File: config.mk
export PLATFORM = sky130hd
export DESIGN_NAME = tc_gather
export DESIGN_NICKNAME = d
export VERILOG_FILES = /design/src/verilog/tc_pkg.sv /design/src/verilog/tc_gather.sv
export SDC_FILE = /design/constraint.sdc
export NUM_CORES = 1
export LEC_CHECK = 0
export BUFFER_PORTS_ARGS = -buffer_cell sky130_fd_sc_hd__buf_2
export CAP_MARGIN = 20
export CORE_AREA = 2 2 396 398
export CTS_CLUSTER_SIZE = 25
export DETAILED_ROUTE_END_ITERATION = 10
export DIE_AREA = 0 0 398 400
export GPL_ROUTABILITY_DRIVEN = 0
export SYNTH_ARGS = -nofsm -noshare
export SYNTH_HDL_FRONTEND = slang
export SYNTH_SLANG_ARGS = --single-unit
File: constraint.sdc
create_clock -name clk -period 0.8 [get_ports clk]
set_clock_uncertainty 0.05 [all_clocks]
set_input_delay 0.04 -clock clk [delete_from_list [all_inputs] [get_ports clk]]
set_output_delay 0.04 -clock clk [all_outputs]
set_load 0.01 [all_outputs]
File: src/verilog/tc_pkg.sv
/*
 Tensor-core slice shared definitions
 Element and register address types, 4x4 matrix layout,
 WMMA command, scatter write port and host access records
*/
`default_nettype none

package tc_pkg;

    // ==============================
    // Sizes
    // ==============================
    localparam int NUM_SP  = 4;
    // Words per matrix row, also registers per operand
    localparam int ROW_LEN = 4;
    // Shared scatter write ports
    localparam int NUM_WR  = 3;

    typedef logic [15:0] elem_t;
    typedef logic [3:0]  rf_addr_t;

    // One thread's row, element j at index j
    typedef elem_t [ROW_LEN-1:0] tc_row_t;

    // Row t lives in SP t
    typedef struct packed {
        tc_row_t [NUM_SP-1:0] row;
    } tc_matrix_t;

    typedef struct packed {
        rf_addr_t a_base;
        rf_addr_t b_base;
        rf_addr_t c_base;
        rf_addr_t d_base;
    } wmma_cmd_t;

    // Shared address, per-SP data and enable
    typedef struct packed {
        rf_addr_t           addr;
        elem_t [NUM_SP-1:0] data;
        logic  [NUM_SP-1:0] we;
    } rf_wr_t;

    typedef struct packed {
        logic [1:0] sp;
        rf_addr_t   addr;
        elem_t      wdata;
        logic       we;
    } host_acc_t;

endpackage

`default_nettype wire
File: src/verilog/tc_gather.sv
/*
 Operand gather latches
 Assembles A, B and C from the four SPs' read words
 and holds each until its next gather
*/
`timescale 1ns/1ps
`default_nettype none

module tc_gather
    import tc_pkg::*;
(
    input  wire                       clk,
    input  wire                       rst_n,
    input  wire [2:0]                 gather_sel,
    input  wire tc_row_t [NUM_SP-1:0] rd_data,
    output tc_matrix_t                a,
    output tc_matrix_t                b,
    output tc_matrix_t                c
);

    // Select bit 0 is A, bit 1 B, bit 2 C
    localparam int NUM_MAT = 3;

    tc_matrix_t row_set;
    tc_matrix_t mat_q [NUM_MAT];

    // SP t supplies row t
    always_comb begin
        for (int t = 0; t < NUM_SP; t++) begin
            row_set.row[t] = rd_data[t];
        end
    end

    // ==============================
    // Operand holding registers
    // ==============================
    always_ff @(posedge clk or negedge rst_n) begin
        if (!rst_n) begin
            for (int m = 0; m < NUM_MAT; m++) begin
                mat_q[m] <= '0;
            end
        end else begin
            for (int m = 0; m < NUM_MAT; m++) begin
                if (gather_sel[m]) begin
                    mat_q[m] <= row_set;
                end
            end
        end
    end

    assign a = mat_q[0];
    assign b = mat_q[1];
    assign c = mat_q[2];

endmodule

`default_nettype wire

# Yosys cells after proc, flatten, opt, wreduce, memory -nomap -nowiden

Index checks and enable logic that the tools add are counted.

Latch bits: 0
Bits in writable memories: 0
Output and inout port bits: 768
Logic and storage cells: 48
Memories kept: 0
Memory bits (read-only): 0
Register bits after elaboration: 768

Shift-type cells: 0
Bitwise logic cells: 0
Equal/unequal tests: 0
Muxes and demuxes: 0
Reduce and logical (&&, ||, !) cells: 0
Add/sub/neg operators: 0
Order comparisons: 0
Divide/modulo/power cells: 0
$mul: 0

# Depth between registers and ports, before layout

Word-level depth: 0
Mapped depth: 3

# Worst setup path after synthesis

Ideal clock, no wire load.

Path kind: input to register
From: in gather_sel[0]
To: reg mat_q, in the netlist a[0]
Slack: -0.038 ns
Arrival: 0.663 ns
Stages: 3
Path buffers: 2
Library setup time: 0.125 ns
Path through: buf_4 buf_6 mux2_2

RTL lines:

| what                          | RTL line        | source |
|---|---|---|
| start, declared               | tc_gather.sv:14 | `input wire [2:0] gather_sel,` |
| end signal, assigned by index | tc_gather.sv:45 | `mat_q[m] <= row_set;` |
| end, declared                 | tc_gather.sv:25 | `tc_matrix_t mat_q [NUM_MAT];` |

No word-level cell between the ends.

# Worst setup path after layout

From: reg mat_q, in the netlist a[50]
To: out a[50] in the netlist's numbering

RTL lines:

| what          | RTL line        | source |
|---|---|---|
| end, declared | tc_gather.sv:16 | `output tc_matrix_t a,` |

No word-level cell between the ends.

==> out/results.txt <==
status - complete, but fails checks
failing checks - negative hold slack, negative setup slack
Ports - 1029
pwr dens - 2191 nW/um^2
core outline area - 155100 sq um
final number of max-transition violations - 0
DP HPWL - 92.29 mm
RSZ-0062 raised after global routing - yes
FF+latch count, synth - 768
Reg clk slew, reported paths - 70 ps
HP Class - primary input to register
Post-Syn Instances - 1620
post-synth cell types - 5
antenna violations before repair - 47
Iter 0 DRT Violations - 936
fmax - 685.7 MHz
Slew HR - 71.47%
crit path capture type - output port
Leakage - 23.05 nW
Rows - 145
Crit Path Max Fanout - 2
die span in x - 398 um
Worst EP required - 710 ps
Avg Inst Size Synth - 17.77 sq um
CTS Buf Count - 86
DR pass1 iterations - 4
fillers - 15200
H-tree levels - 3
chip height - 400 um
vias post-DR - 21890
setup ws final - -658.4 ps
multi-input combinational cell area - 8742 sq um
# setup viols final - 1458
non-filler instance count after layout - 5608
total standard cell area after synthesis - 28780 sq um
I/O Buffers - 1028
Place WS - -363.0 ps
Crit path top cell by count - buf_6
total global-route track usage - 14.20%
root buf cell - clkbuf_16
placed instance count - 5030
Final Util - 32.49%
DR vias/cell - 3.904
drt drc - 0
kind of critical path - register to output port
clock net sink count - 768
yosys warns - 0
final worst-path cycle share - 182.3%
final WL - 120.3 mm
deepest clock path buffer count - 3
crit-path max cell delay - 430 ps
Max Cap Viol - 0
slowest CP cell - dfrtp_1
Max rail drop VDD - 1775 uV
CP arrival - 1370 ps
Final min period - 1458 ps
CTS tree - built
Nets - 3734
total power - 0.1104 W
GRT overflow - 0
Register Area - 19220 sq um
WHS - -218.7 ps
startpoint types - register
first-pass GRT wire length - 164.2 mm
largest net degree at the start of global routing - 48
post-synthesis sequential area ratio - 66.77%
synthesized net count - 1881
via count of the first global-routing pass - 22660
worst slew pin tran - 428.0 ps
clock latency on the worst-skew pair - 680 ps
die area - 159200 sq um
Initial Util - 18.56%
CP top delay family - flip-flops
WP buf/inv - 2
Area Growth Syn to Fin - 75.07%
ANT nets after route - 0
Final Hold Fails - 159
layout cells sized above 1 - 70.35%
CP cell instances - buf_6 -> buf_6
WL/cell - 21.46 um
## timing repair
item | 4_1_cts | 5_1_grt
buffers inserted | 87 | 74
resized for setup | 739 | 318
endpoints found under the hold margin | 1536 | 294
setup endpoints to repair | 1045 | 1536
cloned | 0 | 0
hold buffers | 260 | 2
## worst min-delay path, cell delays in order
cell and delay (ps):
buf_8 100, buf_4 180, mux2_2 160
## metal layers
metal | GRT usage [%] | part of all wire, %
met3 | 3.998 | 7.2
met4 | 4.397 | 3.0
met2 | 24.39 | 50
met5 | 0 | 0.050
met1 | 17.14 | 40
## final cells by class
type                    count  share of cell area, %
clock buffers             122                  4.839
flip-flops and latches    768                  38.14
multi-input cells         768                  17.35
repair buffers           1849                  33.62
diodes                     12                0.05959
clock inverters            31                 0.8839
well taps                2058                  5.110
## logic make-up after synthesis
group	count (synthesis)	share of synthesized area, %
muxes	768	30.05
DFF	768	66.77
buffers and inverters	84	3.182
## report_power, final
group          total (W)  internal [W]  switching (W)
registers         0.0455        0.0428        0.00273
clock network     0.0406        0.0234         0.0172
logic             0.0243        0.0146        0.00969
## path summary, 6_finish.rpt
kind / from / to / slack, ps / cells after the start
worst max-delay path: a[50]$_DFFE_PN0P_ / a[50] / -660 / 2
worst min-delay path: gather_sel[2] / c[31]$_DFFE_PN0P_ / -220 / 3
worst max register to register: b[157]$_DFFE_PN0P_ / b[157]$_DFFE_PN0P_ / -290 / 3
worst min register to register: b[35]$_DFFE_PN0P_ / b[35]$_DFFE_PN0P_ / 450 / 1
max in group asynchronous: rst_n / c[65]$_DFFE_PN0P_ / 180 / 4
min in group asynchronous: rst_n / c[233]$_DFFE_PN0P_ / -160 / 3
## stage by stage
step,area (sq um),setup TNS (ps),hold slack (ps)
2_1_floorplan,28790,-14900,-305.6
3_3_place_gp,39120,-216530,-32.97
3_5_place_dp,39120,-223540,-36.41
4_1_cts,48450,-724410,-192.3
5_1_grt,50370,-581960,-255.3
6_report,50390,-525230,-218.7
## placed cells by master, fill, tap and decap left out, drive strengths merged
master       instances
buf               1590
bufinv               6
clkbuf             122
clkinv              19
dfrtp              768
diode               12
dlygate4sd3        259
inv                  6
mux2               768
## Yosys cell counts
master	count	share of area, %
buf_6	78	3.1
buf_4	3	0.078
mux2_2	768	30
dfrtp_1	768	67
buf_2	3	0.052
## flip-flops by register name, summed over array words and instances (netlist names)
name / flops
a: 256
b: 256
c: 256
No activity file was read; power rests on OpenSTA's default activity.
