File: src/verilog/tc_pkg.sv
/*
 Tensor-core slice shared definitions
 Element and register address types, 4x4 matrix layout,
 WMMA command, scatter write port and host access records
*/
`default_nettype none

package tc_pkg;

    // ==============================
    // Sizes
    // ==============================
    localparam int NUM_SP  = 4;
    // Words per matrix row, also registers per operand
    localparam int ROW_LEN = 4;
    // Shared scatter write ports
    localparam int NUM_WR  = 3;

    typedef logic [15:0] elem_t;
    typedef logic [3:0]  rf_addr_t;

    // One thread's row, element j at index j
    typedef elem_t [ROW_LEN-1:0] tc_row_t;

    // Row t lives in SP t
    typedef struct packed {
        tc_row_t [NUM_SP-1:0] row;
    } tc_matrix_t;

    typedef struct packed {
        rf_addr_t a_base;
        rf_addr_t b_base;
        rf_addr_t c_base;
        rf_addr_t d_base;
    } wmma_cmd_t;

    // Shared address, per-SP data and enable
    typedef struct packed {
        rf_addr_t           addr;
        elem_t [NUM_SP-1:0] data;
        logic  [NUM_SP-1:0] we;
    } rf_wr_t;

    typedef struct packed {
        logic [1:0] sp;
        rf_addr_t   addr;
        elem_t      wdata;
        logic       we;
    } host_acc_t;

endpackage

`default_nettype wire
File: src/verilog/tc_scatter.sv
/*
 Result scatter
 Holds D and spreads its columns over the three shared
 write ports in two phases
*/
`timescale 1ns/1ps
`default_nettype none

module tc_scatter
    import tc_pkg::*;
(
    input  wire                 clk,
    input  wire                 rst_n,
    input  wire                 mma_done,
    input  wire tc_matrix_t     d,
    input  wire [1:0]           scat_phase,
    input  wire rf_addr_t       d_base,
    output rf_wr_t [NUM_WR-1:0] wr
);

    tc_matrix_t d_q;

    always_ff @(posedge clk or negedge rst_n) begin
        if (!rst_n) begin
            d_q <= '0;
        end else if (mma_done) begin
            d_q <= d;
        end
    end

    // ==============================
    // Port mapping
    // ==============================
    // Port p writes element col of every thread to d_base+col
    // phase 0 covers cols 0..2, phase 1 only col 3
    always_comb begin
        int col;
        wr = '0;
        for (int p = 0; p < NUM_WR; p++) begin
            col = scat_phase[1] ? NUM_WR + p : p;
            if ((scat_phase[0] || scat_phase[1]) && (col < ROW_LEN)) begin
                wr[p].addr = d_base + rf_addr_t'(col);
                wr[p].we   = '1;
                for (int t = 0; t < NUM_SP; t++) begin
                    wr[p].data[t] = d_q.row[t][col];
                end
            end
        end
    end

endmodule

`default_nettype wire

File: config.mk
export PLATFORM = sky130hd
export DESIGN_NAME = tc_scatter
export DESIGN_NICKNAME = d
export VERILOG_FILES = /design/src/verilog/tc_pkg.sv /design/src/verilog/tc_scatter.sv
export SDC_FILE = /design/constraint.sdc
export NUM_CORES = 1
export LEC_CHECK = 0
export ABC_AREA = 1
export BUFFER_PORTS_ARGS = -buffer_cell sky130_fd_sc_hd__buf_2
export CORE_AREA = 2 2 188 190
export DETAILED_ROUTE_END_ITERATION = 12
export DIE_AREA = 0 0 190 192
export PLACE_DENSITY_LB_ADDON = 0.1
export SYNTH_ARGS = -nofsm -noshare
export SYNTH_HDL_FRONTEND = slang
export SYNTH_SLANG_ARGS = --single-unit
File: constraint.sdc
create_clock -name clk -period 2.07 [get_ports clk]
set_clock_uncertainty 0.15 [all_clocks]
set_input_delay 0.414 -clock clk [delete_from_list [all_inputs] [get_ports clk]]
set_output_delay 0.414 -clock clk [all_outputs]
set_load 0.01 [all_outputs]
Word level (Yosys, flattened, before mapping)
Index checks and enable logic that the tools add are counted.
Operators by class
  $add $sub $neg: 3
  magnitude comparators: 6
  multiplexer cells: 42
  reduce and logical (&&, ||, !) cells: 4
Operators with widths (number)
  $bmux 16 s2: 12
  $mux 16: 24
  $mux 72: 3
  $lt 3x3->1 const B: 4
  $add 4x3->4: 2
  $lt 2x3->1 const B: 2
  $mux 3: 2
  $add 4x2->4: 1
  $logic_and 1x1->1: 3
  $mux 2: 1
  $logic_or 1x1->1: 1
Word-level totals
  register bits: 256
  bits of input ports: 265
  output and inout port bits: 216
  logic and storage cells: 71

Logic depth before layout (Yosys ltp)
  depth after elaboration: 5
  mapped depth: 7
  gate-level depth less buffers: 6

Worst setup path after synthesis
Ideal clock, no wire load.
  path kind: input port to output port
  start: input port scat_phase[1]
  end: output port wr[71] (netlist name)
  arrival: 1566 ps
  data required time: 1506 ps
  slack: -60 ps
  cell stages on the path: 7
  path buffers: 1
  path through: inv_1 -> clkbuf_1 -> ha_1 -> nand3b_1 -> nand3_1 -> nand2_1 -> nor2_1
RTL lines
  start: declaration: line tc_scatter.sv:16  | input wire [1:0] scat_phase,
  end: declaration: line tc_scatter.sv:18  | output rf_wr_t [NUM_WR-1:0] wr

==> flow_summary_export.csv <==
group,metric,value,unit
status,status,"finished, final reports clean",
drt,dr.pass1.iters,7,
timing,rsz0062_at_grt,"yes",
worst_setup_path,crit_fanout,3,
final_layout,final_layout_size_suffix_gt1_share,27.9,%
worst_setup_path,max_stage_delay,0.55,ns
clock_tree,cts.sinks,256,
synthesis,synth_ff_type,"dfrtp_1",
global_route,grt_max_degree,85,
synthesis,syn_inst,1360,
synthesis,ys_types,18,
worst_setup_path,slowest_stage,"fa_2",
worst_setup_path,worstSetupPathType,"input pin to output port",
final_layout,multiInputGateArea,3440,um^2
timing,slew_headroom,66.4,%
final_layout,top_register,"d_q",
drt,antenna_left,0,
final_layout,syn_to_final_growth,58.3,%
clock_tree,htree_levels,1,
synthesis,yosys.area.top_type_share,56.3,%
drt,via_per_inst,4.38,
floorplanning,dieArea,36500,um^2
global_route,grt_pass1_wl,57500,um
clock_tree,insertion_delay,0.54,ns
synthesis,seq_area_frac_synth,56.3,%
floorplanning,core_area,34300,um^2
final_layout,fin_util,52.5,%
global_route,overflow,0,
final_layout,final_area,18000,um^2
run,maxCapViolCount,0,
final_layout,largest_reg_flops,256,
place,placed_cell_area,14400,um^2
worst_setup_path,startpoint_type,"input pin",
worst_setup_path,cp_cell_sequence,"buf_8 > ha_4 > inv_4 > fa_2 > inv_2 > nor2_2 > buf_2",
power,power_leakage,0.00965,uW
synthesis,synthArstFlopShare,100,%
global_route,grt_pass1_vias,11253,
timing,fmax,0.490,GHz
worst_setup_path,end_kind,"output port",
global_route,track_usage,19.6,%
power,netSwitchingFraction,26.0,%
floorplanning,rows,68,
synthesis,yosys.area.top_type,"dfrtp_1",
place,dp_hpwl,25600,um
floorplanning,fp.dieH,192,um
drt,drt-total-wl,37200,um
worst_setup_path,critical_path.top_delay_family,"adder cells",
power,pwr_density_cell,728,nW/um^2
worst_setup_path,arrival,1.48,ns
global_route,antenna_found_initial,1,
power,p_switching,3410,uW
drt,vias,11206,
synthesis,ys_ff_latch,256,
final_layout,register_area,6410,um^2
power,p_int,9710,uW
floorplanning,fp.dieW,190,um
synthesis,synth_area_leaders,"dfrtp_1 56%, inv_1 8.8%, nand2_1 8.6%",
worst_setup_path,path_buf_inv,4,
drt,wl_per_cell,14.5,um
final_layout,fillers,3273,
clock_tree,cts_made_buffers,30,
worst_setup_path,worstPathRequired,1.51,ns
clock_tree,clk_path_buf_depth,3,
power,p_clk_share,39.5,%
synthesis,syn_avg_cell_area,8.37,um^2
timing,tns,0,ns
floorplanning,io_pins,481,
synthesis,syn_nets,1633,
drt,drt-initial-drc-count,500,
final_layout,layout.nets,2356,
worst_hold_path,hp-class,"input pin to flip-flop",
timing,timing_hold_violations_final,0,
timing,finalCriticalPeriod,2.04,ns
power,peakVddDrop,0.000564,V
power,pwr-share-comb,18.1,%
clock_tree,cts_tree,"done",
timing,setup-violations-final,0,
place,port_buffers,480,
place,place.gp.congestion,0.799,
floorplanning,initial_core_util,33.2,%
drt,drc,0,
timing,worstMarginPinSlew,0.504,ns
synthesis,ys.warnings.count,0,
timing,period_share,98.7,%
synthesis,synth_edf_count,0,
timing,slew_violations,0,
final_layout,reg.largest.list,"d_q (256)",
clock_tree,cts-root-buf,"clkbuf_16",
power,seqPwrFrac,42.4,%
clock_tree,path_clk_slew,0.06,ns
synthesis,netlist_area,11400,um^2
## power groups by stage
stage | combinational (uW) | sequential, uW | clock, uW
CTS | 2390 | 5560 | 5350
detailed placement | 1980 | 5650 | 0
finish | 2380 | 5560 | 5180
floorplan | 1050 | 5620 | 0
global placement | 1970 | 5640 | 0
global route | 2660 | 5600 | 5560
## layer usage
layer	global-route usage (%)	up-vias	share of wire, %
met5	0	-	0
met4	7.10	0	3.3
met3	4.11	75	7.0
met2	33.6	382	48
met1	24.3	5143	42
li1	-	5606	-
## path summary, 6_finish.rpt
path | start | to | slack (ns) | depth (start not counted)
worst max-delay path | scat_phase[1] | wr[213] | 0.03 | 7
worst min-delay path | mma_done | d_q[47] | 0.11 | 3
worst max register to register | d_q[142] | d_q[142] | 1.24 | 2
worst min register to register | d_q[173] | d_q[173] | 0.35 | 2
max in group asynchronous | rst_n | d_q[165] | 0.91 | 3
min in group asynchronous | rst_n | d_q[252] | 0.26 | 2
## metrics by stage
stage / instances / total power, uW / setup slack (ns) / hold WS [ns]
6_report: 2559 / 13100 / 0.0273 / 0.109
5_1_grt: 2559 / 13800 / -0.0365 / 0.131
4_1_cts: 2557 / 13300 / -0.0255 / 0.0924
3_5_place_dp: 2248 / 7630 / -0.0936 / 0.245
3_3_place_gp: 2248 / 7610 / -0.0758 / 0.244
2_1_floorplan: 1360 / 6670 / 0.100 / -0.0316
## synth_stat cells, types with 5 or more instances
| cell type | n |
|---|---|
| buf_4 | 11 |
| dfrtp_1 | 256 |
| ha_1 | 6 |
| buf_6 | 22 |
| nand2_1 | 261 |
| buf_2 | 26 |
| buf_1 | 5 |
| o21ai_0 | 183 |
| clkbuf_1 | 31 |
| nor2_1 | 140 |
| o21ai_1 | 74 |
| o22ai_1 | 64 |
| a21oi_1 | 5 |
| inv_1 | 266 |
| nand3_1 | 5 |
## cells in the final DEF (no fill, tap or decap), drive strengths merged, types with 2 or more instances in the layout
master / count
nand2: 261
buf: 529
clkinv: 2
a21oi: 5
ha: 6
fa: 2
clkbuf: 48
dfrtp: 256
dlygate4sd3: 257
nand3: 5
o22ai: 64
xor2: 2
nor2: 140
o21ai: 257
inv: 266
## worst reg2reg max path, cell delays in order, from the launching register on
cell and delay [ns]:
dfrtp_1 0.35, inv_1 0.09, o21ai_0 0.10
## final cells by class
class | instances | share of cell area, %
Clock inverter | 4 | 0.264
Timing Repair Buffer | 786 | 31.2
Multi-Input combinational cell | 743 | 19.1
Clock buffer | 48 | 5.16
Inverter | 266 | 5.56
Tap cell | 455 | 3.16
Sequential cell | 256 | 35.6
Antenna cell | 1 | 0.0139
## logic make-up (layout without fill, tap and decap cells)
kind of cell,count (synthesis),count (layout),share of synthesized area [%]
AO/OA/AOI/OAI,326,326,15.0
XOR/XNOR,2,2,0.154
adder cells (fa/ha/maj),8,8,1.01
buffers and inverters,361,1104,14.0
flip-flops,256,256,56.3
other,0,1,0
AND/OR/NAND/NOR,407,407,13.5
## what timing repair did
item                                    CTS  global route
endpoints found under the setup margin    8            19
hold buffers                            257             0
pin swaps                                 3             3
endpoints found under the hold margin   297             0
setup buffers                             0             1
gates resized for setup                  10            10
No activity file was read; power rests on OpenSTA's default activity.
