File: config.mk
export PLATFORM = sky130hd
export DESIGN_NAME = sp_regfile
export DESIGN_NICKNAME = d
export VERILOG_FILES = /design/src/verilog/tc_pkg.sv /design/src/verilog/sp_regfile.sv
export SDC_FILE = /design/constraint.sdc
export NUM_CORES = 1
export LEC_CHECK = 0
export ABC_AREA = 0
export BUFFER_PORTS_ARGS = -buffer_cell sky130_fd_sc_hd__buf_2
export CORE_UTILIZATION = 30
export DETAILED_ROUTE_END_ITERATION = 12
export GPL_TIMING_DRIVEN = 0
export PLACE_DENSITY = 0.54
export SYNTH_ARGS = -nofsm -noshare
export SYNTH_HDL_FRONTEND = slang
export SYNTH_SLANG_ARGS = --single-unit
File: constraint.sdc
create_clock -name clk -period 4.3 [get_ports clk]
set_input_delay 1.075 -clock clk [delete_from_list [all_inputs] [get_ports clk]]
set_output_delay 1.075 -clock clk [all_outputs]
set_load 0.03 [all_outputs]
File: src/verilog/tc_pkg.sv
/*
 Tensor-core slice shared definitions
 Element and register address types, 4x4 matrix layout,
 WMMA command, scatter write port and host access records
*/
`default_nettype none

package tc_pkg;

    // ==============================
    // Sizes
    // ==============================
    localparam int NUM_SP  = 4;
    // Words per matrix row, also registers per operand
    localparam int ROW_LEN = 4;
    // Shared scatter write ports
    localparam int NUM_WR  = 3;

    typedef logic [15:0] elem_t;
    typedef logic [3:0]  rf_addr_t;

    // One thread's row, element j at index j
    typedef elem_t [ROW_LEN-1:0] tc_row_t;

    // Row t lives in SP t
    typedef struct packed {
        tc_row_t [NUM_SP-1:0] row;
    } tc_matrix_t;

    typedef struct packed {
        rf_addr_t a_base;
        rf_addr_t b_base;
        rf_addr_t c_base;
        rf_addr_t d_base;
    } wmma_cmd_t;

    // Shared address, per-SP data and enable
    typedef struct packed {
        rf_addr_t           addr;
        elem_t [NUM_SP-1:0] data;
        logic  [NUM_SP-1:0] we;
    } rf_wr_t;

    typedef struct packed {
        logic [1:0] sp;
        rf_addr_t   addr;
        elem_t      wdata;
        logic       we;
    } host_acc_t;

endpackage

`default_nettype wire
File: src/verilog/sp_regfile.sv
/*
 Scalar processor register file
 Sixteen words with four asynchronous gather reads,
 three scatter write ports and one host access port
*/
`timescale 1ns/1ps
`default_nettype none

module sp_regfile
    import tc_pkg::*;
#(
    parameter int SP_ID = 0
) (
    input  wire                         clk,
    input  wire                         rst_n,
    input  wire rf_addr_t [ROW_LEN-1:0] rd_addr,
    input  wire rf_wr_t [NUM_WR-1:0]    wr,
    input  wire host_acc_t              host,
    output tc_row_t                     rd_data,
    output elem_t                       host_rdata
);

    localparam int DEPTH = 2 ** $bits(rf_addr_t);
    localparam logic [1:0] HOST_ID = 2'(SP_ID);

    elem_t mem [DEPTH];

    // ==============================
    // Write side
    // ==============================
    // Host traffic only happens with the slice idle, so it never meets a scatter write
    always_ff @(posedge clk or negedge rst_n) begin
        if (!rst_n) begin
            for (int r = 0; r < DEPTH; r++) begin
                mem[r] <= '0;
            end
        end else begin
            for (int p = 0; p < NUM_WR; p++) begin
                if (wr[p].we[SP_ID]) begin
                    mem[wr[p].addr] <= wr[p].data[SP_ID];
                end
            end
            if (host.we && (host.sp == HOST_ID)) begin
                mem[host.addr] <= host.wdata;
            end
        end
    end

    // ==============================
    // Read side
    // ==============================
    always_comb begin
        for (int j = 0; j < ROW_LEN; j++) begin
            rd_data[j] = mem[rd_addr[j]];
        end
    end

    assign host_rdata = mem[host.addr];

endmodule

`default_nettype wire

Yosys cells after proc, flatten, opt, wreduce, memory -nomap -nowiden
Cells that the tools add are included.
{ "word_totals": {"reg_bits": 256, "latchBits": 0, "ramBits": 0, "mem_bits_ro": 0, "output_inout_bits": 80, "mem_count": 0} }
{ "op_classes": {"addsub": 0, "multipliers": 0, "div": 0, "order_cmp": 12, "eq_ne": 0, "shifts": 0, "muxes": 31, "bitwise_logic": 8, "reduce_logical": 6} }
{ "ops": {"columns": ["op", "n"], "rows": [
  ["bitwise mux 256 bit", 4],
  ["two-way mux 256 bit", 4],
  ["binary-select mux 16 bit (select 4 bit)", 5],
  ["demux 16 bit (select 4 bit)", 4],
  ["two-way mux 16 bit", 14],
  ["greater-or-equal comparator 5 bit (second input constant)", 8],
  ["NOT 4 -> 5 bit", 8],
  ["less-than comparator 5 x 1 -> 1 bit (second input constant)", 4],
  ["logical AND 1 bit", 5],
  ["logical NOT 2 bit", 1]
]} }

Depth between registers and ports, before layout
{ "depth": {"ltp_word": 13, "depth_mapped": 9} }

Worst setup path before layout
No wires, ideal clock.
{ "synth_path": {"kind": "input port to output port", "start": "input rd_addr[0] in the netlist's numbering", "end": "output rd_data[10] in the netlist's numbering", "arrival_ns": 2.913, "required_ns": 3.225, "path_slack_ns": 0.312, "path_stages": 4, "cell_sequence": "buf_2 buf_1 mux4_2 mux4_2"} }
{ "synth_lines": {"columns": ["item", "line", "text"], "rows": [
  ["from (decl)", "sp_regfile.sv:16", "input wire rf_addr_t [ROW_LEN-1:0] rd_addr,"],
  ["to (decl)", "sp_regfile.sv:19", "output tc_row_t rd_data,"]
]} }

Worst setup path after layout
{ "layout_path": {"start": "input host[18] in the netlist's numbering", "end": "output host_rdata[15]"} }
{ "layout_between": {"elab_chain_cells": 4} }
{ "layout_lines": {"columns": ["item", "line", "text"], "rows": [
  ["from (decl)", "sp_regfile.sv:18", "input wire host_acc_t host,"],
  ["NOT 4 -> 5 bit (implied by the code)", "sp_regfile.sv:58", "assign host_rdata = mem[host.addr];"],
  ["binary-select mux 16 bit (select 4 bit)", "sp_regfile.sv:58", null],
  ["two-way mux 16 bit (implied by the code) (2 in a row)", "sp_regfile.sv:58", null],
  ["to (decl)", "sp_regfile.sv:20", "output elem_t host_rdata"]
]} }
Every way passes these cells. The select of a mux whose other input is x is not followed.

==> run_results.csv <==
group,metric,value,unit
outcome,status,"finished, violations left",
outcome,violations,"setup timing",
yosys,synthTopCellsByCount,"450 x nor2_1, 421 x nand2_1, 397 x mux4_2, 266 x clkbuf_1, 256 x dfrtp_1",
yosys,synth_area,26700,um^2
pwr,power_density,450,nW/um^2
sta,tns,-0.206,ns
routing,ant_nets,0,
die,die_area,90100,um^2
clocking,root_buffer,"clkbuf_16",
finish,final_nets,3215,
yosys,syn-num-nets,3048,
die,coreArea,88200,um^2
critical_path,crit_required,3.22,ns
critical_path,endpoint_kind,"output port",
routing,vias,28321,
pwr,ir_worst_vdd,0.421,mV
global_routing,grt_util_met2,49.5,%
yosys,yosysSeqAreaShare,24.0,%
global_routing,gr-total-overflow,0,
critical_path,crit_fanout,10,
yosys,ys_types,52,
global_routing,grt_pass1_wl,206000,um
yosys,synth_top_area_cell,"mux4_2",
global_routing,antenna_found_initial,15,
global_routing,grt_max_degree,99,
clocking,cts_max_level,2,
finish,nFillCells,9029,
sta,maxSlewViolCount,0,
critical_path,startpoint_type,"input port",
place,hpwlAfterDp,119000,um
critical_path,cp_data_arrival_time,3.29,ns
finish,syn_to_final_growth,13.3,%
yosys,synthCells,2791,
die,ios,337,
clocking,worstSkewPairLatency,0.60,ns
min_path,hold_class,"input port to asynchronous set/reset pin",
finish,layout-drive-gt1-share,23.7,%
routing,wl_per_cell,36.1,um
finish,top_regs,"mem: 256 flops",
sta,slew_headroom,17.0,%
global_routing,grt_usage,32.6,%
critical_path,crit_type,"input port to output port",
clocking,cts.hold.buffers_added,0,
routing,finalWirelength,150000,um
sta,worstMarginPinSlew,1.24,ns
yosys,synth_top_cell_area_share,33.5,%
sta,skew,0,ns
global_routing,grt_pass1_vias,26572,
sta,fmax,229,MHz
sta,min_period_over_period,101,%
place,gp_congestion,1.09,
die,die-width,300,um
yosys,dominantRegCellSynth,"dfrtp_1",
yosys,synth-async-reset-ratio,100,%
global_routing,use_met1,39.4,%
finish,largest_reg_flops,256,
routing,vias_per_cell,6.82,
sta,finalHoldViolCount,0,
yosys,avgSynthCellArea,9.56,um^2
sta,final.setup.worst_slack,-0.0639,ns
die,die_h,300,um
finish,largest_register,"mem",
routing,first_iter_violations,4373,
place,io_buffers,128,
routing,drc,0,
yosys,yosys_warnings,0,
critical_path,worst-r2r-cell-count,3,
yosys,yosysMostFrequentCell,"nor2_1",
sta,rsz0062_at_grt,"yes",
yosys,ys_top_cells_by_area,"mux4_2 34%, dfrtp_1 24%, nor2_1 6.3%",
clocking,post_cts_buffers,0,
pwr,p_leak,0.0123,uW
clocking,cts_tree,"built",
clocking,clk_path_buf_depth,3,
sta,period_needed,4.36,ns
global_routing,met3_usage,13.2,%
die,rows,109,
clocking,numCtsBuffers,35,
global_routing,grt_busiest_layer,"met2",
yosys,synth-edff-count,0,
routing,dr.pass1.iters,6,
pwr,total_power,13600,uW
sta,finalSetupViolations,7,
clocking,cts.sinks,256,
die,start_util,30.2,%
yosys,ys_ff_latch,256,
run,cap_violations,0,
clocking,clk_pin_slew,0.05,ns
==> metrics by stage <==
step | instance area, um^2 | utilization, % | hold slack (ns) | setup WS (ns) | instances
after detailed placement | 28900 | 32.7 | 0.752 | -0.784 | 4087
after global placement | 28800 | 32.6 | 0.744 | -3.28 | 4084
final | 30200 | 34.2 | 0.475 | -0.0639 | 4151
after CTS | 30200 | 34.2 | 0.545 | 0.00901 | 4146
after global routing | 30200 | 34.2 | 0.555 | -0.0130 | 4149
after floorplan | 26700 | - | 0.644 | 0.312 | 2791
==> worst paths after layout <==
check / start / end / slack, ns
worst max-delay path: host[18] / host_rdata[15] / -0.06
worst min-delay path: rst_n / mem[114] / 0.48
worst max register to register: mem[126] / mem[126] / 2.51
worst min register to register: mem[46] / mem[46] / 0.76
max in group asynchronous: rst_n / mem[8] / 2.32
min in group clk: mem[46] / mem[46] / 0.76
==> worst max-delay path, cell delays in order <==
cell and delay [ns]:
buf_2 0.13, buf_4 0.29, buf_4 0.28, buf_4 0.31
mux4_2 0.37, mux4_1 0.59, buf_2 0.23
==> cell usage in the layout, fill, tap and decap left out, drive strengths merged, types with 4 or more instances in the layout <==
cell type | synthesis | final
nor2 | 455 | 455
nand2 | 422 | 422
mux4 | 400 | 400
clkbuf | 266 | 329
dfrtp | 256 | 256
buf | 101 | 218
a31oi | 214 | 214
and3 | 149 | 149
a221o | 141 | 141
a21oi | 108 | 108
a211o | 108 | 108
nand3 | 42 | 42
mux2i | 39 | 39
nor3 | 17 | 17
nor2b | 8 | 8
a32oi | 8 | 8
nand2b | 8 | 8
diode | 0 | 6
and2 | 6 | 6
and3b | 5 | 5
nand3b | 5 | 5
nand4 | 4 | 4
nand4b | 4 | 4
clkdlybuf4s15 | 0 | 4
==> logic make-up after synthesis <==
kind of cell | count (synthesis) | synth area share [%]
AOI/OAI and AO/OA | 590 | 16.5
buffers and inverters | 368 | 5.50
DFF | 256 | 24.0
muxes | 440 | 35.3
and+or+nand+nor | 1137 | 18.7
==> report_power, final <==
| part | total (uW) | switching [uW] | internal (uW) |
|---|---|---|---|
| logic | 5880 | 2890 | 2990 |
| registers | 4630 | 1600 | 3040 |
| clock network | 3090 | 1320 | 1770 |
| total | 13600 | 5810 | 7790 |
==> area by class of cell <==
cell class	count	area, um^2	area share, %
diodes	6	15.0	0.0497
plain buffers	366	1660	5.50
clock buffers	54	1070	3.54
clock inverters	5	65.1	0.215
inverters	1	3.75	0.0124
multi-input cells	2167	18800	62.3
flip-flops and latches	256	6410	21.2
well taps	1165	1460	4.82
repair buffers	131	717	2.37
==> what timing repair did <==
item / CTS / global route
cloned: 0 / 0
endpoints found under the setup margin: 80 / 47
gates resized for setup: 98 / 20
==> routing by layer <==
metal	vias to the layer above	part of all wire, %
li1	11154	-
met1	14139	34
met2	2522	44
met3	488	15
met4	18	6.3
met5	-	0.070
(Power assumes the default switching activity.)
