$ cat src/verilog/tc_pkg.sv
/*
 Tensor-core slice shared definitions
 Element and register address types, 4x4 matrix layout,
 WMMA command, scatter write port and host access records
*/
`default_nettype none

package tc_pkg;

    // ==============================
    // Sizes
    // ==============================
    localparam int NUM_SP  = 4;
    // Words per matrix row, also registers per operand
    localparam int ROW_LEN = 4;
    // Shared scatter write ports
    localparam int NUM_WR  = 3;

    typedef logic [15:0] elem_t;
    typedef logic [3:0]  rf_addr_t;

    // One thread's row, element j at index j
    typedef elem_t [ROW_LEN-1:0] tc_row_t;

    // Row t lives in SP t
    typedef struct packed {
        tc_row_t [NUM_SP-1:0] row;
    } tc_matrix_t;

    typedef struct packed {
        rf_addr_t a_base;
        rf_addr_t b_base;
        rf_addr_t c_base;
        rf_addr_t d_base;
    } wmma_cmd_t;

    // Shared address, per-SP data and enable
    typedef struct packed {
        rf_addr_t           addr;
        elem_t [NUM_SP-1:0] data;
        logic  [NUM_SP-1:0] we;
    } rf_wr_t;

    typedef struct packed {
        logic [1:0] sp;
        rf_addr_t   addr;
        elem_t      wdata;
        logic       we;
    } host_acc_t;

endpackage

`default_nettype wire
$ cat src/verilog/tc_ctrl.sv
/*
 Tensor-core controller
 Command FIFO, gather/compute/scatter FSM,
 wrapping operand addresses and credit return
*/
`timescale 1ns/1ps
`default_nettype none

module tc_ctrl
    import tc_pkg::*;
#(
    parameter int CMD_DEPTH = 2
) (
    input  wire                    clk,
    input  wire                    rst_n,
    input  wire                    cmd_valid,
    input  wire wmma_cmd_t         cmd,
    input  wire                    mma_done,
    output logic                   busy,
    output logic                   credit_return,
    output rf_addr_t [ROW_LEN-1:0] rd_addr,
    output logic [2:0]             gather_sel,
    output logic                   mma_start,
    output logic [1:0]             scat_phase,
    output rf_addr_t               d_base
);

    localparam int PTR_W = (CMD_DEPTH > 1) ? $clog2(CMD_DEPTH) : 1;
    localparam int CNT_W = $clog2(CMD_DEPTH + 1);

    typedef enum logic [2:0] {
        S_IDLE,
        S_GATH_A,
        S_GATH_B,
        S_GATH_C,
        S_COMPUTE,
        S_SCAT0,
        S_SCAT1
    } state_t;

    state_t           state;
    state_t           state_nxt;
    wmma_cmd_t        fifo_mem [CMD_DEPTH];
    logic [PTR_W-1:0] wr_ptr;
    logic [PTR_W-1:0] rd_ptr;
    logic [CNT_W-1:0] count;
    wmma_cmd_t        cmd_q;
    rf_addr_t         rd_base;
    logic             pop;

    function automatic logic [PTR_W-1:0] ptr_inc(input logic [PTR_W-1:0] p);
        return (p == PTR_W'(CMD_DEPTH - 1)) ? '0 : p + 1'b1;
    endfunction

    // ==============================
    // Command FIFO
    // ==============================
    // Credits keep the host from pushing into a full FIFO
    assign pop = (state == S_IDLE) && (count != '0);

    always_ff @(posedge clk) begin
        if (cmd_valid) begin
            fifo_mem[wr_ptr] <= cmd;
        end
    end

    always_ff @(posedge clk or negedge rst_n) begin
        if (!rst_n) begin
            wr_ptr <= '0;
            rd_ptr <= '0;
            count  <= '0;
        end else begin
            if (cmd_valid) begin
                wr_ptr <= ptr_inc(wr_ptr);
            end
            if (pop) begin
                rd_ptr <= ptr_inc(rd_ptr);
            end
            case ({cmd_valid, pop})
                2'b10:   count <= count + 1'b1;
                2'b01:   count <= count - 1'b1;
                default: ;
            endcase
        end
    end

    // ==============================
    // FSM
    // ==============================
    always_comb begin
        state_nxt = state;
        case (state)
            S_IDLE: begin
                if (pop) begin
                    state_nxt = S_GATH_A;
                end
            end
            S_GATH_A:  state_nxt = S_GATH_B;
            S_GATH_B:  state_nxt = S_GATH_C;
            S_GATH_C:  state_nxt = S_COMPUTE;
            S_COMPUTE: begin
                if (mma_done) begin
                    state_nxt = S_SCAT0;
                end
            end
            S_SCAT0:   state_nxt = S_SCAT1;
            default:   state_nxt = S_IDLE;
        endcase
    end

    always_ff @(posedge clk or negedge rst_n) begin
        if (!rst_n) begin
            state     <= S_IDLE;
            cmd_q     <= '0;
            mma_start <= 1'b0;
        end else begin
            state     <= state_nxt;
            // Start lands in the cycle after C is latched
            mma_start <= (state == S_GATH_C);
            if (pop) begin
                cmd_q <= fifo_mem[rd_ptr];
            end
        end
    end

    // Busy already covers the pop cycle
    assign busy          = (state != S_IDLE) || pop;
    assign credit_return = (state == S_SCAT1);
    assign gather_sel    = {state == S_GATH_C, state == S_GATH_B, state == S_GATH_A};
    assign scat_phase    = {state == S_SCAT1, state == S_SCAT0};
    assign d_base        = cmd_q.d_base;

    // Operand rows at base..base+3, wrapping in 4 bits
    always_comb begin
        case (state)
            S_GATH_B: rd_base = cmd_q.b_base;
            S_GATH_C: rd_base = cmd_q.c_base;
            default:  rd_base = cmd_q.a_base;
        endcase
        for (int j = 0; j < ROW_LEN; j++) begin
            rd_addr[j] = rd_base + rf_addr_t'(j);
        end
    end

endmodule

`default_nettype wire

$ cat config.mk
export PLATFORM = sky130hd
export DESIGN_NAME = tc_ctrl
export DESIGN_NICKNAME = d
export VERILOG_FILES = /design/src/verilog/tc_pkg.sv /design/src/verilog/tc_ctrl.sv
export SDC_FILE = /design/constraint.sdc
export NUM_CORES = 1
export LEC_CHECK = 0
export BUFFER_PORTS_ARGS = -buffer_cell sky130_fd_sc_hd__buf_2
export CAP_MARGIN = 20
export CORE_AREA = 3 3 71 73
export DETAILED_ROUTE_END_ITERATION = 16
export DIE_AREA = 0 0 74 76
export PLACE_DENSITY_LB_ADDON = 0.05
export RECOVER_POWER = 25
export SLEW_MARGIN = 10
export SYNTH_ARGS = -nofsm -noshare
export SYNTH_HDL_FRONTEND = slang
export SYNTH_SLANG_ARGS = --single-unit
$ cat constraint.sdc
create_clock -name clk -period 2.55 [get_ports clk]
set_input_delay 0 -clock clk [delete_from_list [all_inputs] [get_ports clk]]
set_output_delay 0 -clock clk [all_outputs]
set_load 0.1 [all_outputs]
=== Word level (Yosys, flattened, before mapping) ===
Memories as Yosys holds them, arrays and structs flattened. A register that Yosys moved wholly into a read port is not among the register bits.
Cells that the tools add are included.

* Bits of input ports: 20
* Output and inout port bits: 28
* Register bits: 8
* Bits in writable memories: 32
* Word-level logic and storage cells: 40
* Memories kept: 1

* Mux-type cells: 9
* Equal/unequal tests: 10
* Reductions and logical operators: 8
* Add/sub/neg operators: 7

{| class="wikitable"
|+ Memories
! name !! depth !! width !! rd ports !! clocked after Yosys merged registers in !! wr ports !! RTL line !! RTL
|-
| fifo_mem || 2 || 16 || 1 || 1 || 1 || tc_ctrl.sv:43 || <nowiki>wmma_cmd_t fifo_mem [CMD_DEPTH];</nowiki>
|}

{| class="wikitable"
|+ Operator list
! cell !! number
|-
| $pmux 3 s6 || 1
|-
| $eq 3x3->1 const B || 3
|-
| $add 4x2->4 const B || 2
|-
| $pmux 4 s2 || 1
|-
| $eq 3x2->1 const B || 2
|-
| $mux 3 || 2
|-
| $add 4x1->4 const B || 1
|-
| $mux 1 || 4
|-
| $ne 2x2->1 const B || 2
|-
| $pmux 2 s2 || 1
|-
| $reduce_bool 2->1 || 2
|-
| $eq 3x1->1 const B || 1
|-
| $logic_not 3->1 || 1
|-
| $reduce_bool 3->1 || 1
|-
| $add 1x1->1 const B || 2
|-
| $add 2x1->2 const B || 1
|-
| $eq 2x1->1 const B || 1
|-
| $eq 2x2->1 const B || 1
|-
| $reduce_and 2->1 || 1
|-
| $sub 2x1->2 const B || 1
|-
| $logic_and 1x1->1 || 1
|-
| $logic_not 1->1 || 1
|-
| $logic_or 1x1->1 || 1
|}

=== Longest topological paths before layout ===
Gate-level depths: netlist (run 1).

* Word-level depth: 4
* Gate-level depth with buffers: 9

=== Worst setup path before layout (run 1) ===
OpenSTA, ideal clock, no wires.

* Path type: register -> output
* Start: register state[2]
* End: output port rd_addr[14] in the netlist's numbering
* Buffers on the path: 0
* Stages on the path, launching flop included: 6
* Arrival time: 3.569 ns
* Setup slack: -1.019 ns
* Cell sequence: dfrtp_1 -> nand2b_1 -> mux2_4 -> inv_1 -> ha_1 -> xnor2_1

{| class="wikitable"
|+ RTL lines
! what !! RTL line !! RTL
|-
| start: declaration || tc_ctrl.sv:41 || <nowiki>state_t state;</nowiki>
|-
| start signal: assignment || tc_ctrl.sv:117 || <nowiki>state <= state_nxt;</nowiki>
|-
| end: declaration || tc_ctrl.sv:21 || <nowiki>output rf_addr_t [ROW_LEN-1:0] rd_addr,</nowiki>
|}

==> results.sh, run 1 <==
export IMPL_status="completed"
export IMPL_insertion_delay_ps=300
export IMPL_design_die_area_um2=5624
export IMPL_first_pass_iters=4
export IMPL_antenna_left=0
export IMPL_wl_mm=3.725
export IMPL_finalNetCount=256
export IMPL_grt_pass1_wl_mm=6.499
export IMPL_cts_buffers=5
export IMPL_drc=0
export IMPL_critical_path_arrival_ps=2370
export IMPL_netlist_instances=170
export IMPL_cp_startpoint="state[0]"
export IMPL_syn_cell_area_um2=2360
export IMPL_min_period_over_period=0.9310
export IMPL_place_congestion=0.7803
export IMPL_fp_row_count=24
export IMPL_yosys_top_cells_count="edfxtp_1 (32), dfrtp_1 (24), nor2_1 (22)"
export IMPL_synth_cell_types=26
export IMPL_synth_top_area_cell="edfxtp_1"
export IMPL_reg2reg_from="state[0]"
export IMPL_synth_seq_cells=56
export IMPL_grt_antenna_before_repair=0
export IMPL_synth_warnings=0
export IMPL_rsz0062_at_grt="false"
export IMPL_globalRouteTotalUtil=0.1497
export IMPL_cp_end_kind="output pin"
export IMPL_r2r_cells=5
export IMPL_min_period_ps=2374
export IMPL_r2r_end="count[1]"
export IMPL_setup_violations=0
export IMPL_cts_tree="yes"
export IMPL_clk_pin_slew_ps=90
export IMPL_io_buffers=47
export IMPL_clockRootBuffer="clkbuf_8"
export IMPL_synthFlopType="edfxtp_1"
export IMPL_layoutNonFillerInstCount=285
export IMPL_setup_worst_path_start_class="flop"
export IMPL_die_y_um=76
export IMPL_hold_path_endpoint="fifo_mem[1][5]"
export IMPL_hold_viol=0
export IMPL_final_util=0.6701
export IMPL_cts_sinks=56
export IMPL_hold_class="in2reg"
export IMPL_grt_max_degree=34
export IMPL_vias=1412
export IMPL_dp_hpwl_mm=2.582
export IMPL_syn2layout_area_growth_pct=25.34
export IMPL_cts_max_path_buffers=2
export IMPL_wl_per_cell_um=13.07
export IMPL_max_cap_violations=0
export IMPL_place_inst=258
export IMPL_drtIter0Drc=70
export IMPL_slew_violations=0
export IMPL_ios=48
export IMPL_setup_tns_ps=0
export IMPL_synth_edf_count=32
export IMPL_vias_per_cell=4.954
export IMPL_fill_cells=345
export IMPL_grt_pass1_vias=1486
export IMPL_num_antenna_cells=0
export IMPL_finalClockSkew_ps=3.620
export IMPL_yosysSeqAreaShare=0.6617
export IMPL_synth_avg_cell_area_um2=13.88
export IMPL_whs_path_depth=2
export IMPL_critPathMaxFanout=10
export IMPL_syn_num_nets=194
export IMPL_max_slew_worst_pin_slew_ps=1310
export IMPL_htreeDepth=2
export IMPL_reg2reg_slack_ps=900
export IMPL_start_util=0.5346
export IMPL_core_um2=4414
export IMPL_fmax_mhz=421.2
export IMPL_hp_start="cmd[5]"
export IMPL_maxSlewHeadroom=0.1265
export IMPL_dieWidth_um=74
export IMPL_synthArstFlopShare=0.4286
export IMPL_worstPathRequired_ps=2550
export IMPL_yosysTopAreaCellShare=0.4072
export IMPL_drive_gt1_frac=0.2575
export IMPL_synthTopCellsByArea="edfxtp_1 (41%), dfrtp_1 (25%), mux2i_1 (7.6%)"
export IMPL_overflow=0
export IMPL_path_class="reg2out"
export IMPL_yosysMostFrequentCell="edfxtp_1"
## worst max-delay path, stage by stage, from the launching register on
cell,delay [ps]
dfrtp_2,500
mux2_1,340
mux2_2,370
ha_1,270
a31oi_4,210
xor2_4,180
buf_12,190
## through the flow
| stage | hold slack, ps | worst slack (ps) | instance area, µm² |
|---|---|---|---|
| final | 428.0 | 175.9 | 2958 |
| after global routing | 424.8 | 6.372 | 2958 |
| after CTS | 223.4 | 22.35 | 2969 |
| after detailed placement | 20.12 | 356.6 | 2693 |
| after global placement | -1.350 | 435.2 | 2693 |
| after floorplan | -295.6 | -749.3 | 2436 |
## per-layer routing
layer	part of all wire	GRT usage	up-vias
met5	0	0	-
met4	0.012	0.04529	0
met3	0.069	0.04485	6
met2	0.51	0.2580	43
met1	0.41	0.1763	658
li1	-	-	705
## layout by cell type (no fill, tap or decap), drive strengths merged, types with 2 or more instances in the layout
| master | instances |
|---|---|
| a21oi | 17 |
| buf | 36 |
| clkbuf | 19 |
| clkinv | 2 |
| clkinvlp | 2 |
| dfrtp | 24 |
| dlygate4sd3 | 19 |
| edfxtp | 32 |
| ha | 4 |
| inv | 7 |
| mux2 | 5 |
| mux2i | 18 |
| nand2 | 2 |
| nand2b | 3 |
| nor2 | 22 |
| nor3b | 2 |
| xnor2 | 5 |
| xor2 | 6 |
## registers in the layout, summed over array words and instances, names as in the netlist
signal,cells
count,2
mma_start,1
wr_ptr,1
fifo_mem,32
d_base,4
cmd_q,12
state,3
rd_ptr,1
## how the worst max path moves through the flow
| stage | endpoint | cells after the start | slack, ps |
|---|---|---|---|
| 2_1_floorplan | rd_addr[11] | 5 | -750 |
| 3_3_place_gp | rd_addr[11] | 5 | 440 |
| 3_5_place_dp | rd_addr[11] | 5 | 360 |
| 4_1_cts | rd_addr[11] | 5 | 20 |
| 5_1_grt | rd_addr[6] | 6 | 6 |
| 6_report | rd_addr[15] | 6 | 180 |
## cell families after synthesis
family,Yosys count,share of synthesized area
xor+xnor,11,0.04083
compound gates,20,0.05196
buf+inv,22,0.05461
flops,56,0.6617
mux,23,0.1034
fa+ha+maj,4,0.02121
simple gates,34,0.06628
## what timing repair did
item,4_1_cts,5_1_grt
setup endpoints to repair,0,3
hold endpoints to repair,58,0
hold buffers,19,0
resized for setup,0,2
buffers inserted,0,0
## final cells by class
type	instances	area, µm²	area share
multi-input combinational	92	740.7	0.2504
clock inverter	3	17.52	0.005922
clock buffer	5	68.82	0.02327
sequential	56	1563	0.5283
timing repair buffer	69	465.4	0.1574
tap	52	65.06	0.02200
inverter	8	37.54	0.01269
Power of run 1 is left out: the tool's default activity adds up to more than one toggle a clock period on the data nets, which glitch-free logic cannot reach.
==> run 2, diff against run 1 <==
--- a/config.mk
+++ b/config.mk
@@ -11,7 +11,6 @@
 export DETAILED_ROUTE_END_ITERATION = 16
 export DIE_AREA = 0 0 74 76
 export PLACE_DENSITY_LB_ADDON = 0.05
-export RECOVER_POWER = 25
 export SLEW_MARGIN = 10
 export SYNTH_ARGS = -nofsm -noshare
 export SYNTH_HDL_FRONTEND = slang
==> results.sh, run 2 (synthesis results as in run 1) <==
export IMPL_maxSlewHeadroom=0.4033
export IMPL_cts_max_path_buffers=2
export IMPL_grt_max_degree=34
export IMPL_num_antenna_cells=0
export IMPL_vias=1405
export IMPL_die_y_um=76
export IMPL_dieWidth_um=74
export IMPL_grt_pass1_vias=1486
export IMPL_cts_tree="yes"
export IMPL_wl_mm=3.727
export IMPL_fill_cells=335
export IMPL_cts_sinks=56
export IMPL_max_slew_worst_pin_slew_ps=895.1
export IMPL_max_cap_violations=0
export IMPL_drtIter0Drc=70
export IMPL_cts_buffers=5
export IMPL_grt_util_met2=0.2580
export IMPL_path_class="reg2out"
export IMPL_final_util=0.6735
export IMPL_first_pass_iters=4
export IMPL_hold_slack_ps=217.2
export IMPL_vias_per_cell=4.930
export IMPL_ios=48
export IMPL_critPathMaxFanout=10
export IMPL_slew_violations=0
export IMPL_place_ws_ps=356.6
export IMPL_post_cts_buffers=0
export IMPL_syn2layout_area_growth_pct=25.98
export IMPL_antenna_left=0
export IMPL_dpl_cell_area_um2=2693
export IMPL_core_um2=4414
export IMPL_design_die_area_um2=5624
export IMPL_start_util=0.5346
export IMPL_status="completed"
export IMPL_setup_worst_path_start_class="flop"
export IMPL_grt_pass1_wl_mm=6.499
export IMPL_setup_ws_ps=175.9
export IMPL_finalNetCount=256
export IMPL_largest_reg_flops=32
export IMPL_critical_path_arrival_ps=2370
export IMPL_place_congestion=0.7803
export IMPL_min_period_ps=2374
export IMPL_rsz0062_at_grt="false"
export IMPL_globalRouteTotalUtil=0.1497
export IMPL_hold_viol=0
export IMPL_setup_violations=0
export IMPL_met3_usage=0.04485
export IMPL_fmax_mhz=421.2
export IMPL_layout_common_cells="buf_2 (44), edfxtp_1 (32), dfrtp_1 (23)"
export IMPL_drc=0
export IMPL_clockRootBuffer="clkbuf_8"
export IMPL_dp_hpwl_mm=2.582
export IMPL_wl_per_cell_um=13.08
export IMPL_min_period_over_period=0.9310
export IMPL_drive_gt1_frac=0.3090
export IMPL_hold_class="in2async"
export IMPL_layout_commonest_cell="buf_2"
export IMPL_finalClockSkew_ps=4.066
export IMPL_use_met1=0.1763
export IMPL_grt_antenna_before_repair=0
export IMPL_final_area_um2=2973
export IMPL_cp_end_kind="output pin"
export IMPL_io_buffers=47
export IMPL_overflow=0
export IMPL_clk_pin_slew_ps=90
export IMPL_fp_row_count=24
export IMPL_largest_register="fifo_mem"
export IMPL_grt_busiest_layer="met2"
export IMPL_insertion_delay_ps=300
export IMPL_htreeDepth=2
export IMPL_worstPathRequired_ps=2550
[run 2: changes by cell type in the layout (fill, tap and decap cells not counted)]
cell      previous run  this run
clkbuf_2             1         0
buf_2               31        44
clkbuf_1            12         0
[run 2: through the flow]
step	instances	TNS, ps
after CTS	285	0
after floorplan	170	-2296
after global routing	285	0
after detailed placement	258	0
final	285	0
after global placement	258	0
[run 2: timing repair]
item / CTS / global route
hold buffers: 19 / 0
endpoints found under the hold margin: 58 / 0
endpoints found under the setup margin: 0 / 3
resized for setup: 0 / 2
[run 2: final cells by class]
class / count / area [µm²] / area share
timing repair buffer: 69 / 480.5 / 0.1616
clock buffer: 5 / 68.82 / 0.02315
inverter: 8 / 37.54 / 0.01263
clock inverter: 3 / 17.52 / 0.005892
tap: 52 / 65.06 / 0.02189
sequential: 56 / 1563 / 0.5257
multi-input combinational: 92 / 740.7 / 0.2492
[run 2: per-layer routing]
metal / part of all wire / up-vias
li1: - / 705
met1: 0.41 / 651
met4: 0.012 / 0
met5: 0 / -
met3: 0.072 / 6
met2: 0.50 / 43
[run 2: worst paths after layout]
check | start | end | slack, ps | cells after the start
worst max-delay path | state[0] | rd_addr[15] | 180 | 6
worst min-delay path | rst_n | count[1] | 220 | 2
worst max register to register | state[0] | count[1] | 900 | 5
worst min register to register | count[1] | count[1] | 480 | 1
max in group asynchronous | rst_n | state[0] | 1940 | 2
min in group clk | cmd[8] | fifo_mem[1][8] | 420 | 2
[run 2: critical path: stages (launching register included)]
cell and delay (ps):
dfrtp_2 500, mux2_1 340, mux2_2 370, ha_1 270, a31oi_4 210, xor2_4 180, buf_12 190
Power of run 2 is left out for the same reason.
